File: config.mk
export PLATFORM = sky130hd
export DESIGN_NAME = laneTop
export DESIGN_NICKNAME = d
export VERILOG_FILES = /design/src/source/lanePkg.sv /design/src/source/execUnit.sv /design/src/source/laneTop.sv /design/src/source/memRequestGen.sv /design/src/source/operandNetwork.sv /design/src/source/regFile.sv
export VERILOG_INCLUDE_DIRS = /design/src /design/src/source
export SDC_FILE = /design/constraint.sdc
export NUM_CORES = 2
export LEC_CHECK = 0
export BUFFER_PORTS_ARGS = -buffer_cell sky130_fd_sc_hd__buf_2
export CELL_PAD_IN_SITES_DETAIL_PLACEMENT = 1
export CELL_PAD_IN_SITES_GLOBAL_PLACEMENT = 2
export CORE_UTILIZATION = 49
export CTS_CLUSTER_DIAMETER = 80
export CTS_CLUSTER_SIZE = 14
export DETAILED_ROUTE_END_ITERATION = 7
export PLACE_DENSITY_LB_ADDON = 0.1
export SYNTH_ARGS = -nofsm -noshare
export SYNTH_HDL_FRONTEND = slang
export SYNTH_SLANG_ARGS = --single-unit
File: constraint.sdc
create_clock -name clock -period 33.7 [get_ports clock]
set_clock_uncertainty 0.2 [all_clocks]
set_input_delay 5.055 -clock clock [delete_from_list [all_inputs] [get_ports clock]]
set_output_delay 5.055 -clock clock [all_outputs]
set_load 0.005 [all_outputs]
File: src/source/lane_settings.svh
// Lane build settings
// Data path width and register file geometry shared by all lane blocks

`ifndef LANE_SETTINGS_SVH
`define LANE_SETTINGS_SVH

//////////////////////////////////////////////////
// Data path

// Operand and result width in bits
`define DATA_WIDTH 32

//////////////////////////////////////////////////
// Register file

// Number of architectural registers
`define NUM_REGS 32

// Bits needed to name one register
`define INDEX_WIDTH 5

`endif

File: src/source/lanePkg.sv
// Lane package
// Width types, operand selectors and state encodings used across the lane

`default_nettype none

`include "lane_settings.svh"

package lanePkg;

	typedef logic [`DATA_WIDTH-1:0] data_t;	// One operand or result
	typedef logic [`INDEX_WIDTH-1:0] index_t;	// Register number
	typedef logic [31:0] address_t;	// Byte address, stride or beat count

	typedef logic [2:0] srcSel_t;	// Bit 2 enable, bits 1:0 read port
	typedef logic [1:0] pathSel_t;	// Load/store port rotation

	typedef enum logic [1:0] {
		opAdd,	// src1 + src2
		opSub,	// src1 - src2
		opMul,	// src1 * src2, low half
		opMac	// src1 * src2 + src3
	} opCode_t;

	typedef enum logic {
		genIdle,
		genRun
	} genState_t;

endpackage

`default_nettype wire

File: src/source/execUnit.sv
// Lane execution unit
// Two-stage integer pipeline for add, sub, mul and multiply-accumulate
// Stage 1 holds the finished result, stage 2 is the commit register

`default_nettype none

module execUnit (
	input  wire logic             clock,
	input  wire logic             rstN,
	input  wire logic             opValid,
	input  wire lanePkg::opCode_t opCode,
	input  wire lanePkg::index_t  opDst,
	input  wire lanePkg::data_t   operand1,
	input  wire lanePkg::data_t   operand2,
	input  wire lanePkg::data_t   operand3,
	output logic                  wbValid1,
	output logic                  wbValid2,
	output lanePkg::index_t       wbIdx1,
	output lanePkg::index_t       wbIdx2,
	output lanePkg::data_t        wbData1,
	output lanePkg::data_t        wbData2
);

	lanePkg::data_t product;	// Low half of src1 * src2
	lanePkg::data_t aluResult;

	assign product = operand1 * operand2;

	always_comb begin
		case (opCode)
			lanePkg::opAdd: aluResult = operand1 + operand2;
			lanePkg::opSub: aluResult = operand1 - operand2;
			lanePkg::opMul: aluResult = product;
			lanePkg::opMac: aluResult = product + operand3;
			default:        aluResult = '0;
		endcase
	end

	//////////////////////////////////////////////////
	// Pipeline valids

	always_ff @(posedge clock or negedge rstN) begin
		if (!rstN) begin
			wbValid1 <= 1'b0;
			wbValid2 <= 1'b0;
		end else begin
			wbValid1 <= opValid;
			wbValid2 <= wbValid1;
		end
	end

	//////////////////////////////////////////////////
	// Result and destination

	always_ff @(posedge clock) begin
		if (opValid) begin
			wbIdx1  <= opDst;
			wbData1 <= aluResult;
		end
		if (wbValid1) begin
			wbIdx2  <= wbIdx1;	// Commit stage
			wbData2 <= wbData1;
		end
	end

endmodule

`default_nettype wire

File: src/source/laneTop.sv
// Vector BLAS lane
// Register file, operand network, execution pipeline and load/store
// address generator with a one-cycle issue register ahead of the network

`default_nettype none

module laneTop (
	input  wire logic               clock,
	input  wire logic               rstN,
	input  wire logic               issueValid,
	input  wire lanePkg::opCode_t   opCode,
	input  wire lanePkg::index_t    dstIdx,
	input  wire lanePkg::index_t    rdIdx1,
	input  wire lanePkg::index_t    rdIdx2,
	input  wire lanePkg::index_t    rdIdx3,
	input  wire lanePkg::index_t    rdIdx4,
	input  wire lanePkg::srcSel_t   selSrc1,
	input  wire lanePkg::srcSel_t   selSrc2,
	input  wire lanePkg::srcSel_t   selSrc3,
	input  wire lanePkg::pathSel_t  selPath,
	input  wire logic               hostWrEn,
	input  wire lanePkg::index_t    hostWrIdx,
	input  wire lanePkg::data_t     hostWrData,
	input  wire logic               memReady,
	output logic                    memValid,
	output lanePkg::address_t       memAddr,
	output logic                    ldStBusy,
	output logic                    resultValid,
	output lanePkg::index_t         resultIdx,
	output lanePkg::data_t          resultData
);

	lanePkg::data_t    srcData1, srcData2, srcData3, srcData4;
	lanePkg::index_t   srcIdx1, srcIdx2, srcIdx3, srcIdx4;
	logic              reqValid;
	lanePkg::opCode_t  reqOp;
	lanePkg::index_t   reqDst;
	lanePkg::srcSel_t  reqSel1, reqSel2, reqSel3;
	lanePkg::pathSel_t reqPath;
	logic              opValid;
	lanePkg::opCode_t  exOp;
	lanePkg::index_t   exDst;
	lanePkg::data_t    operand1, operand2, operand3;
	logic              wbValid1, wbValid2;
	lanePkg::index_t   wbIdx1, wbIdx2;
	lanePkg::data_t    wbData1, wbData2;
	logic              descValid;
	lanePkg::address_t descAddr, descStride, descLength;
	logic              wrEn;
	lanePkg::index_t   wrIdx;
	lanePkg::data_t    wrData;

	//////////////////////////////////////////////////
	// Issue register, aligned with the read latency

	always_ff @(posedge clock or negedge rstN) begin
		if (!rstN) begin
			reqValid <= 1'b0;
		end else begin
			reqValid <= issueValid;
		end
	end

	always_ff @(posedge clock) begin
		reqOp   <= opCode;
		reqDst  <= dstIdx;
		reqSel1 <= selSrc1;
		reqSel2 <= selSrc2;
		reqSel3 <= selSrc3;
		reqPath <= selPath;
	end

	// Commit wins the write port over the host
	assign wrEn   = wbValid2 || hostWrEn;
	assign wrIdx  = wbValid2 ? wbIdx2 : hostWrIdx;
	assign wrData = wbValid2 ? wbData2 : hostWrData;

	assign resultValid = wbValid2;
	assign resultIdx   = wbIdx2;
	assign resultData  = wbData2;

	//////////////////////////////////////////////////
	// Blocks

	regFile regFile_i (
		.clock, .rstN, .rdIdx1, .rdIdx2, .rdIdx3, .rdIdx4, .wrEn, .wrIdx, .wrData,
		.srcData1, .srcData2, .srcData3, .srcData4, .srcIdx1, .srcIdx2, .srcIdx3, .srcIdx4
	);

	operandNetwork operandNetwork_i (
		.reqValid, .reqOp, .reqDst,
		.selSrc1(reqSel1), .selSrc2(reqSel2), .selSrc3(reqSel3), .selPath(reqPath),
		.srcData1, .srcData2, .srcData3, .srcData4, .srcIdx1, .srcIdx2, .srcIdx3, .srcIdx4,
		.wbValid1, .wbValid2, .wbIdx1, .wbIdx2, .wbData1, .wbData2,
		.opValid, .opCode(exOp), .opDst(exDst), .operand1, .operand2, .operand3,
		.descValid, .descAddr, .descStride, .descLength
	);

	execUnit execUnit_i (
		.clock, .rstN, .opValid, .opCode(exOp), .opDst(exDst),
		.operand1, .operand2, .operand3,
		.wbValid1, .wbValid2, .wbIdx1, .wbIdx2, .wbData1, .wbData2
	);

	memRequestGen memRequestGen_i (
		.clock, .rstN, .descValid, .descAddr, .descStride, .descLength,
		.memReady, .memValid, .memAddr, .busy(ldStBusy)
	);

endmodule

`default_nettype wire

File: src/source/memRequestGen.sv
// Lane memory request generator
// Emits one strided address per accepted valid/ready beat for a descriptor

`default_nettype none

module memRequestGen (
	input  wire logic               clock,
	input  wire logic               rstN,
	input  wire logic               descValid,
	input  wire lanePkg::address_t  descAddr,
	input  wire lanePkg::address_t  descStride,
	input  wire lanePkg::address_t  descLength,
	input  wire logic               memReady,
	output logic                    memValid,
	output lanePkg::address_t       memAddr,
	output logic                    busy
);

	lanePkg::genState_t state;
	lanePkg::address_t  curAddr;
	lanePkg::address_t  curStride;
	lanePkg::address_t  beatsLeft;	// Beats still to transfer
	logic               beatDone;

	assign memValid = (state == lanePkg::genRun);
	assign memAddr  = curAddr;	// Held until the beat transfers
	assign beatDone = memValid && memReady;
	assign busy     = descValid || (state == lanePkg::genRun);

	always_ff @(posedge clock or negedge rstN) begin
		if (!rstN) begin
			state <= lanePkg::genIdle;
		end else begin
			case (state)
				lanePkg::genIdle: begin
					if (descValid && (descLength != '0)) begin
						state <= lanePkg::genRun;	// Zero length emits nothing
					end
				end
				lanePkg::genRun: begin
					if (beatDone && (beatsLeft == 32'd1)) begin
						state <= lanePkg::genIdle;
					end
				end
				default: state <= lanePkg::genIdle;
			endcase
		end
	end

	always_ff @(posedge clock) begin
		if ((state == lanePkg::genIdle) && descValid) begin
			curAddr   <= descAddr;
			curStride <= descStride;
			beatsLeft <= descLength;
		end else if (beatDone) begin
			curAddr   <= curAddr + curStride;
			beatsLeft <= beatsLeft - 32'd1;
		end
	end

endmodule

`default_nettype wire

File: src/source/operandNetwork.sv
// Lane operand network
// Routes up to three operands from the read ports with writeback bypass,
// or rotates the four read values into a load/store descriptor

`default_nettype none

module operandNetwork (
	input  wire logic              reqValid,
	input  wire lanePkg::opCode_t  reqOp,
	input  wire lanePkg::index_t   reqDst,
	input  wire lanePkg::srcSel_t  selSrc1,
	input  wire lanePkg::srcSel_t  selSrc2,
	input  wire lanePkg::srcSel_t  selSrc3,
	input  wire lanePkg::pathSel_t selPath,
	input  wire lanePkg::data_t    srcData1,
	input  wire lanePkg::data_t    srcData2,
	input  wire lanePkg::data_t    srcData3,
	input  wire lanePkg::data_t    srcData4,
	input  wire lanePkg::index_t   srcIdx1,
	input  wire lanePkg::index_t   srcIdx2,
	input  wire lanePkg::index_t   srcIdx3,
	input  wire lanePkg::index_t   srcIdx4,
	input  wire logic              wbValid1,
	input  wire logic              wbValid2,
	input  wire lanePkg::index_t   wbIdx1,
	input  wire lanePkg::index_t   wbIdx2,
	input  wire lanePkg::data_t    wbData1,
	input  wire lanePkg::data_t    wbData2,
	output logic                   opValid,
	output lanePkg::opCode_t       opCode,
	output lanePkg::index_t        opDst,
	output lanePkg::data_t         operand1,
	output lanePkg::data_t         operand2,
	output lanePkg::data_t         operand3,
	output logic                   descValid,
	output lanePkg::address_t      descAddr,
	output lanePkg::address_t      descStride,
	output lanePkg::address_t      descLength
);

	lanePkg::data_t   portData [4];
	lanePkg::index_t  portIdx [4];
	lanePkg::srcSel_t opSel [3];
	lanePkg::data_t   routed [3];
	logic [2:0]       srcEn;	// Per-operand enable bits
	logic             isLdSt;
	logic [1:0]       strideSel;
	logic [1:0]       lengthSel;

	assign portData[0] = srcData1;
	assign portData[1] = srcData2;
	assign portData[2] = srcData3;
	assign portData[3] = srcData4;
	assign portIdx[0]  = srcIdx1;
	assign portIdx[1]  = srcIdx2;
	assign portIdx[2]  = srcIdx3;
	assign portIdx[3]  = srcIdx4;
	assign opSel[0]    = selSrc1;
	assign opSel[1]    = selSrc2;
	assign opSel[2]    = selSrc3;

	//////////////////////////////////////////////////
	// ALU operand routing

	for (genvar k = 0; k < 3; k++) begin : genOperand
		lanePkg::index_t idx;
		lanePkg::data_t  regData;
		logic            hitWb1;
		logic            hitWb2;

		assign srcEn[k] = opSel[k][2];
		assign idx      = portIdx[opSel[k][1:0]];
		assign regData  = portData[opSel[k][1:0]];
		assign hitWb1   = wbValid1 && (wbIdx1 == idx);	// Newest in-flight value
		assign hitWb2   = wbValid2 && (wbIdx2 == idx);

		assign routed[k] = (!reqValid || !srcEn[k]) ? '0 :
			hitWb1 ? wbData1 :
			hitWb2 ? wbData2 :
			regData;
	end

	assign opValid  = reqValid && (|srcEn);
	assign opCode   = reqOp;
	assign opDst    = reqDst;
	assign operand1 = routed[0];
	assign operand2 = routed[1];
	assign operand3 = routed[2];

	//////////////////////////////////////////////////
	// Load/store descriptor

	// No operand enabled means the read ports carry a descriptor
	assign isLdSt    = reqValid && !(|srcEn);
	assign strideSel = selPath + 2'd1;	// Wraps modulo 4
	assign lengthSel = selPath + 2'd2;

	assign descValid  = isLdSt;
	assign descAddr   = isLdSt ? lanePkg::address_t'(portData[selPath]) : '0;
	assign descStride = isLdSt ? lanePkg::address_t'(portData[strideSel]) : '0;
	assign descLength = isLdSt ? lanePkg::address_t'(portData[lengthSel]) : '0;

endmodule

`default_nettype wire

File: src/source/regFile.sv
// Lane register file
// Four registered read ports and one write port
// A read of the register written on the same edge returns the new word

`default_nettype none

`include "lane_settings.svh"

module regFile (
	input  wire logic             clock,
	input  wire logic             rstN,
	input  wire lanePkg::index_t  rdIdx1,
	input  wire lanePkg::index_t  rdIdx2,
	input  wire lanePkg::index_t  rdIdx3,
	input  wire lanePkg::index_t  rdIdx4,
	input  wire logic             wrEn,
	input  wire lanePkg::index_t  wrIdx,
	input  wire lanePkg::data_t   wrData,
	output lanePkg::data_t        srcData1,
	output lanePkg::data_t        srcData2,
	output lanePkg::data_t        srcData3,
	output lanePkg::data_t        srcData4,
	output lanePkg::index_t       srcIdx1,
	output lanePkg::index_t       srcIdx2,
	output lanePkg::index_t       srcIdx3,
	output lanePkg::index_t       srcIdx4
);

	lanePkg::data_t regs [`NUM_REGS];	// Architectural state

	// Read with write-through from the port written this cycle
	function automatic lanePkg::data_t readPort(input lanePkg::index_t idx);
		if (wrEn && (wrIdx == idx)) begin
			return wrData;
		end
		return regs[idx];
	endfunction

	always_ff @(posedge clock or negedge rstN) begin
		if (!rstN) begin
			for (int i = 0; i < `NUM_REGS; i++) begin
				regs[i] <= '0;
			end
			srcData1 <= '0;
			srcData2 <= '0;
			srcData3 <= '0;
			srcData4 <= '0;
			srcIdx1  <= '0;
			srcIdx2  <= '0;
			srcIdx3  <= '0;
			srcIdx4  <= '0;
		end else begin
			if (wrEn) begin
				regs[wrIdx] <= wrData;	// Commit or host write
			end
			srcData1 <= readPort(rdIdx1);
			srcData2 <= readPort(rdIdx2);
			srcData3 <= readPort(rdIdx3);
			srcData4 <= readPort(rdIdx4);
			srcIdx1  <= rdIdx1;	// Index follows data for bypass compare
			srcIdx2  <= rdIdx2;
			srcIdx3  <= rdIdx3;
			srcIdx4  <= rdIdx4;
		end
	end

endmodule

`default_nettype wire

After elaboration in Yosys (flattened, before gate mapping) --
Index checks and enable logic that the tools add are counted.
Word-level totals: flip-flop bits (word level) 1364, input port bits 80, output and inout port bits 72, logic and storage cells 209
Operators by class: add/sub/neg operators 7, multipliers 1, $lt $le $gt $ge 12, equal/unequal tests 14, multiplexer cells 75, bitwise gates (word level) 12, reduce and logical (&&, ||, !) cells 31
Operator list (count):
- $mux 32 | 45
- $bwmux 1024 | 1
- $bmux 32 s5 | 4
- $bmux 32 s2 | 6
- $demux 32 s5 | 1
- $pmux 32 s4 | 1
- $add 32x32->32 | 3
- $eq 5x5->1 | 10
- $mux 5 | 7
- $eq 32x1->1 const B | 1
- $mul 32x32->32 | 1
- $reduce_bool 32->1 | 1
- $sub 32x1->32 const B | 1
- $sub 32x32->32 | 1
- $bmux 5 s2 | 3
- $ge 6x6->1 const B | 5
- $not 5->6 | 5
- $ge 3x3->1 const B | 6
- $not 2->3 | 6
- $logic_and 1x1->1 | 17
- $lt 6x1->1 const B | 1
- $mux 1 | 6
- $logic_not 1->1 | 5
- $logic_or 1x1->1 | 5
- 9 further kinds | 10

Longest topological paths before layout --
depth after elaboration 12, depth in mapped cells 49, mapped depth without buffers 43

By module --
Synthesis repeated with hierarchy kept, for this count alone.
Second synthesis, totals: cells, all modules 9311, area, all modules 114038.1 um^2
Modules (own cells, without submodules):
- regFile | instances 1, cells each 5404, area each 76711.1 um^2, sequential area each 29328.1 um^2
- execUnit | instances 1, cells each 2441, area each 22286.4 um^2, sequential area each 2272.2 um^2
- operandNetwork | instances 1, cells each 845, area each 8331.7 um^2, sequential area each 0.0 um^2
- memRequestGen | instances 1, cells each 560, area each 5790.6 um^2, sequential area each 2907.8 um^2
- laneTop | instances 1, cells each 61, area each 918.4 um^2, sequential area each 385.4 um^2

Least setup slack after synthesis --
Ideal clock, no wire load.
kind reg-to-reg, start point register execUnit_i.wbValid1, end point register execUnit_i.wbData1[31] (data pin), library setup time 268 ps, arrival time 10574 ps, required time 33232 ps, slack 22658 ps, stages on the path, launching flop included 43, path buffers 7, period minus slack after synthesis 11042 ps, cells stage by stage dfrtp_1 -> nand2_1 -> or2_1 -> buf_2 -> buf_4 -> buf_2 -> buf_6 -> clkbuf_1 -> nand2b_1 -> clkbuf_1 -> nand2_1 -> clkbuf_1 -> nor2_1 -> fa_1 -> fa_1 -> fa_1 -> inv_1 -> fa_1 -> [7 not listed] -> ha_1 -> a21oi_1 -> nor2b_1 -> o21ai_0 -> nand2b_1 -> o41a_1 -> o311ai_0 -> o21bai_1 -> a21o_1 -> xor2_1 -> ha_1 -> nand3_1 -> nand3b_1 -> a21oi_1 -> xor2_1 -> nand2_1 -> xnor2_1 -> mux2i_1
Between the ends: longest elaborated chain between the ends 6, elaborated cells between the ends (all ways) 14, those cells by class 3 x add/sub; 1 x mul; 7 x mux; 3 x reduce/logical
Ends and longest elaborated chain:
- from (decl) | line execUnit.sv:16 | output logic wbValid1,
- from (signal assigned) | line execUnit.sv:47 | wbValid1 <= opValid;
- $logic_and 1x1->1 | line operandNetwork.sv:74 | assign hitWb1 = wbValid1 && (wbIdx1 == idx);
- $mux 32 | line operandNetwork.sv:78 | hitWb1 ? wbData1 :
- $mux 32 | line operandNetwork.sv:77 | assign routed[k] = (!reqValid || !srcEn[k]) ? '0 :
- $mul 32x32->32 | line execUnit.sv:27 | assign product = operand1 * operand2;
- $add 32x32->32 | line execUnit.sv:34 | lanePkg::opMac: aluResult = product + operand3;
- $pmux 32 s4 (*) | line execUnit.sv:30 | case (opCode)
- net execUnit_i.aluResult[31] | line execUnit.sv:25 | lanePkg::data_t aluResult;
- to (signal assigned) | line execUnit.sv:58 | wbData1 <= aluResult;
- to (decl) | line execUnit.sv:20 | output lanePkg::data_t wbData1,
Mark *: on every way through the listed nets, which the timed path passes. The rest lies on a longest branch. A chain may end at the register's enable or synchronous reset.

Final worst setup path --
start point register reqSel2[0], end point register execUnit_i.wbData1[31] (data pin)
Between the ends: longest elaborated chain between the ends 12, elaborated cells between the ends (all ways) 19, those cells by class 3 x add/sub; 1 x mul; 2 x eq/ne; 10 x mux; 1 x bitwise; 2 x reduce/logical
Ends and longest elaborated chain:
- from (decl) | line laneTop.sv:38 | lanePkg::srcSel_t reqSel1, reqSel2, reqSel3;
- from (signal assigned) | line laneTop.sv:68 | reqSel2 <= selSrc2;
- $not 2->3 (implied by the code) (*) | line operandNetwork.sv:72, operandNetwork.sv:73
- $bmux 5 s2 | line operandNetwork.sv:72 | assign idx = portIdx[opSel[k][1:0]];
- $mux 5 (implied by the code) (2 in series) | line operandNetwork.sv:72
- $eq 5x5->1 | line operandNetwork.sv:75 | assign hitWb2 = wbValid2 && (wbIdx2 == idx);
- $logic_and 1x1->1 | line operandNetwork.sv:75
- $mux 32 | line operandNetwork.sv:79 | hitWb2 ? wbData2 :
- $mux 32 (*) | line operandNetwork.sv:78
- $mux 32 (*) | line operandNetwork.sv:77
- $mul 32x32->32 | line execUnit.sv:27
- $add 32x32->32 | line execUnit.sv:34
- $pmux 32 s4 (*) | line execUnit.sv:30
- net execUnit_i.aluResult[31] | line execUnit.sv:25
Mark *: on every way through the listed nets, which the timed path passes. The rest lies on a longest branch. The select of a mux whose other input is x is not followed.

==> impl_metrics.sql <==
INSERT INTO impl_metrics (metric_group, metric, value, unit) VALUES
('yosys', 'post_synth_instance_area', '109000', 'um^2'),
('setup_path', 'worst_path_max_delay_cell', 'sky130_fd_sc_hd__mux4_2', ''),
('sta', 'whs', '0.207', 'ns'),
('yosys', 'synth_simple_gate_area_share', '9.12', '%'),
('job', 'max_cap_violations', '0', ''),
('yosys', 'yosysSeqAreaShare', '32.0', '%'),
('clock_network', 'cts.sinks', '1364', ''),
('global_routing', 'globalRouteTotalUtil', '41.3', '%'),
('floorplanning', 'floorplan.die.height', '474', 'um'),
('yosys', 'synth_async_sr_flop_share', '86.2', '%'),
('detailed_routing', 'routed_wirelength', '455000', 'um'),
('place', 'hpwl', '311000', 'um'),
('power', 'total_switching_power', '3.26', 'mW'),
('yosys', 'synth_top_family_by_area', 'multiplexers', ''),
('clock_network', 'htreeDepth', '3', ''),
('setup_path', 'timing.critical_path.required', '34.01', 'ns'),
('sta', 'finalSetupViolCount', '0', ''),
('detailed_routing', 'drc', '0', ''),
('clock_network', 'tritoncts', 'yes', ''),
('yosys', 'yosys-mux-area-fraction', '32.8', '%'),
('final_layout', 'synthToLayoutAreaGrowth', '7.11', '%'),
('final_layout', 'layout.core_utilization', '53.0', '%'),
('power', 'clk_network_pwr_share', '17.6', '%'),
('yosys', 'synthesis.area_per_instance', '11.5', 'um^2'),
('clock_network', 'clockBufferDepth', '3', ''),
('setup_path', 'crit_path_end_kind', 'register', ''),
('setup_path', 'r2r_cells', '43', ''),
('global_routing', 'global_route_wire_length_before_repair', '661000', 'um'),
('setup_path', 'reg2reg_from', 'reqSel2[0]', ''),
('detailed_routing', 'drtAntennaViolNets', '0', ''),
('sta', 'final.setup.tns', '0', 'ns'),
('final_layout', 'mostFrequentLayoutCell', 'sky130_fd_sc_hd__mux4_2', ''),
('final_layout', 'layout.cells.most_common_list', 'sky130_fd_sc_hd__mux4_2, sky130_fd_sc_hd__dfrtp_1, sky130_fd_sc_hd__nand2_1', ''),
('power', 'pwr-share-comb', '43.3', '%'),
('detailed_routing', 'route.detailed.vias_per_inst', '7.09', ''),
('power', 'power_frac_seq', '39.0', '%'),
('yosys', 'synth_edf_count', '170', ''),
('floorplanning', 'placeable_core_region', '220000', 'um^2'),
('setup_path', 'critPathMostFrequentCell', 'sky130_fd_sc_hd__fa_1', ''),
('yosys', 'ys_types', '87', ''),
('global_routing', 'first_global_vias', '89214', ''),
('global_routing', 'grt_overflow_total', '0', ''),
('setup_path', 'timing.critical_path.from_type', 'register', ''),
('yosys', 'synth_compound_area_share', '9.21', '%'),
('setup_path', 'worst-setup-path-type', 'reg -> reg', ''),
('floorplanning', 'row_count', '172', ''),
('clock_network', 'clock_insertion_delay_worst_skew', '0.86', 'ns'),
('place', 'numPlacedInstances', '11960', ''),
('sta', 'worst-slew-pin-transition', '1.42', 'ns'),
('status', 'outcome', 'finished, final reports clean', ''),
('yosys', 'synth.ff_latch_count', '1364', ''),
('yosys', 'syn-num-nets', '10152', ''),
('sta', 'timing.final.max_slew_violations', '0', ''),
('yosys', 'yosys.area_share.xor_xnor', '2.23', '%'),
('power', 'power_leakage', '47.1', 'nW'),
('sta', 'min_period', '13.12', 'ns'),
('yosys', 'synth-adder-area-share', '10.1', '%'),
('clock_network', 'tritoncts.num_buffers', '119', ''),
('sta', 'grt_setup_unrepaired', 'no', ''),
('detailed_routing', 'drt-pass1-iter-count', '6', ''),
('final_layout', 'final_layout_size_suffix_gt1_share', '25.6', '%'),
('power', 'design_power_total', '7.85', 'mW'),
('place', 'globalplace.congestion', '0.985', ''),
('detailed_routing', 'routed_len_inst', '37.5', 'um'),
('power', 'max_rail_drop_vdd', '0.0000555', 'V'),
('clock_network', 'cts.repair_timing.setup_buffer_count', '0', ''),
('setup_path', 'critical_path.max_stage_delay', '0.67', 'ns'),
('floorplanning', 'dieArea', '224000', 'um^2'),
('yosys', 'synth-warning-count', '0', ''),
('power', 'p_int', '4.59', 'mW'),
('detailed_routing', 'drt-initial-drc-count', '10145', '');
per-stage QoR:
stage | worst slack [ns] | area (um^2)
2_1_floorplan | 22.66 | 109000
3_3_place_gp | 20.96 | 113000
3_5_place_dp | 20.77 | 113000
4_1_cts | 20.71 | 117000
5_1_grt | 20.03 | 117000
6_report | 20.58 | 117000
area by class of cell:
| cell class | instances | area, um^2 |
|---|---|---|
| Timing Repair Buffer | 409 | 2900 |
| Sequential cell | 1364 | 34900 |
| Antenna cell | 11 | 27.5 |
| Clock buffer | 139 | 3160 |
| Multi-Input combinational cell | 6768 | 70000 |
| Tap cell | 2958 | 3700 |
| Clock inverter | 30 | 384 |
| Inverter | 461 | 1730 |
| Fill cell | 22585 | 104000 |
worst max-delay path: cells and delay by family (launching register included):
family	cells	cell delay, ns
AOI/OAI and AO/OA	9	2.41
xor gates and xnor gates	4	0.71
adders and majority gates	10	4.08
buffers and inverters	8	1.97
DFF	1	0.32
muxes	2	0.76
and+or+nand+nor	10	2.22
metal layers:
metal | track usage, % | share of wire [%] | vias up
met5 | 0 | 0.065 | -
met4 | 23.3 | 6.8 | 36
met3 | 10.5 | 10 | 1349
met2 | 62.9 | 45 | 5043
met1 | 54.1 | 38 | 45502
li1 | - | - | 34128
flip-flops by register name, summed over array words and instances (netlist names), 32 cells and up:
name,flops
regFile_i.srcData2,32
regFile_i.regs,1024
execUnit_i.wbData2,32
execUnit_i.wbData1,32
regFile_i.srcData4,32
regFile_i.srcData1,32
memRequestGen_i.memAddr,32
regFile_i.srcData3,32
memRequestGen_i.curStride,32
memRequestGen_i.beatsLeft,32
how the worst min path moves through the flow:
stage	depth (start not counted)	startpoint	end	slack, ns
2_1_floorplan	0	reqDst[0]	execUnit_i.wbIdx1[0]	0.19
3_3_place_gp	0	reqDst[3]	execUnit_i.wbIdx1[3]	0.19
3_5_place_dp	0	reqDst[0]	execUnit_i.wbIdx1[0]	0.19
4_1_cts	0	reqDst[0]	execUnit_i.wbIdx1[0]	0.21
5_1_grt	0	reqDst[0]	execUnit_i.wbIdx1[0]	0.21
6_report	0	reqDst[0]	execUnit_i.wbIdx1[0]	0.21
cells by family (layout without fill, tap and decap cells):
logic type	Yosys count	count (layout)
AOI/OAI and AO/OA	1767	1767
xor gates and xnor gates	272	272
adders and majority gates	631	631
buffers and inverters	1309	1039
DFF	1364	1364
muxes	1703	1703
other	0	11
and+or+nand+nor	2395	2395
power groups by stage:
| stage | combinational [mW] | sequential (mW) | clock (mW) |
|---|---|---|---|
| after global routing | 3.61 | 3.12 | 1.45 |
| after CTS | 3.35 | 3.00 | 1.40 |
| after detailed placement | 3.33 | 3.03 | 0 |
| final | 3.40 | 3.06 | 1.38 |
| after floorplan | 2.34 | 2.67 | 0 |
| after global placement | 3.25 | 2.94 | 0 |
Yosys cell counts (all sizes together), types with 19 or more instances:
library cell	number	area [um^2]
mux4	1481	33400
dfrtp	1176	29400
nand2	1094	4110
nor2	869	3270
o21ai	783	3920
clkbuf	671	2520
a21oi	623	3120
inv	460	1730
fa	411	8230
ha	220	2750
buf	177	741
xnor2	173	1540
edfxtp	170	5100
mux2	136	1530
xor2	97	850
and2	96	601
mux2i	86	861
nand3	72	360
nor3	70	355
a21o	60	450
and3	50	313
a211oi	47	368
nand2b	39	244
o31ai	35	263
a31oi	28	203
o211ai	26	200
a311oi	25	377
nor2b	25	156
o22ai	25	156
nand4	21	138
or3	21	131
o21a	19	143
(Power assumes the default switching activity.)
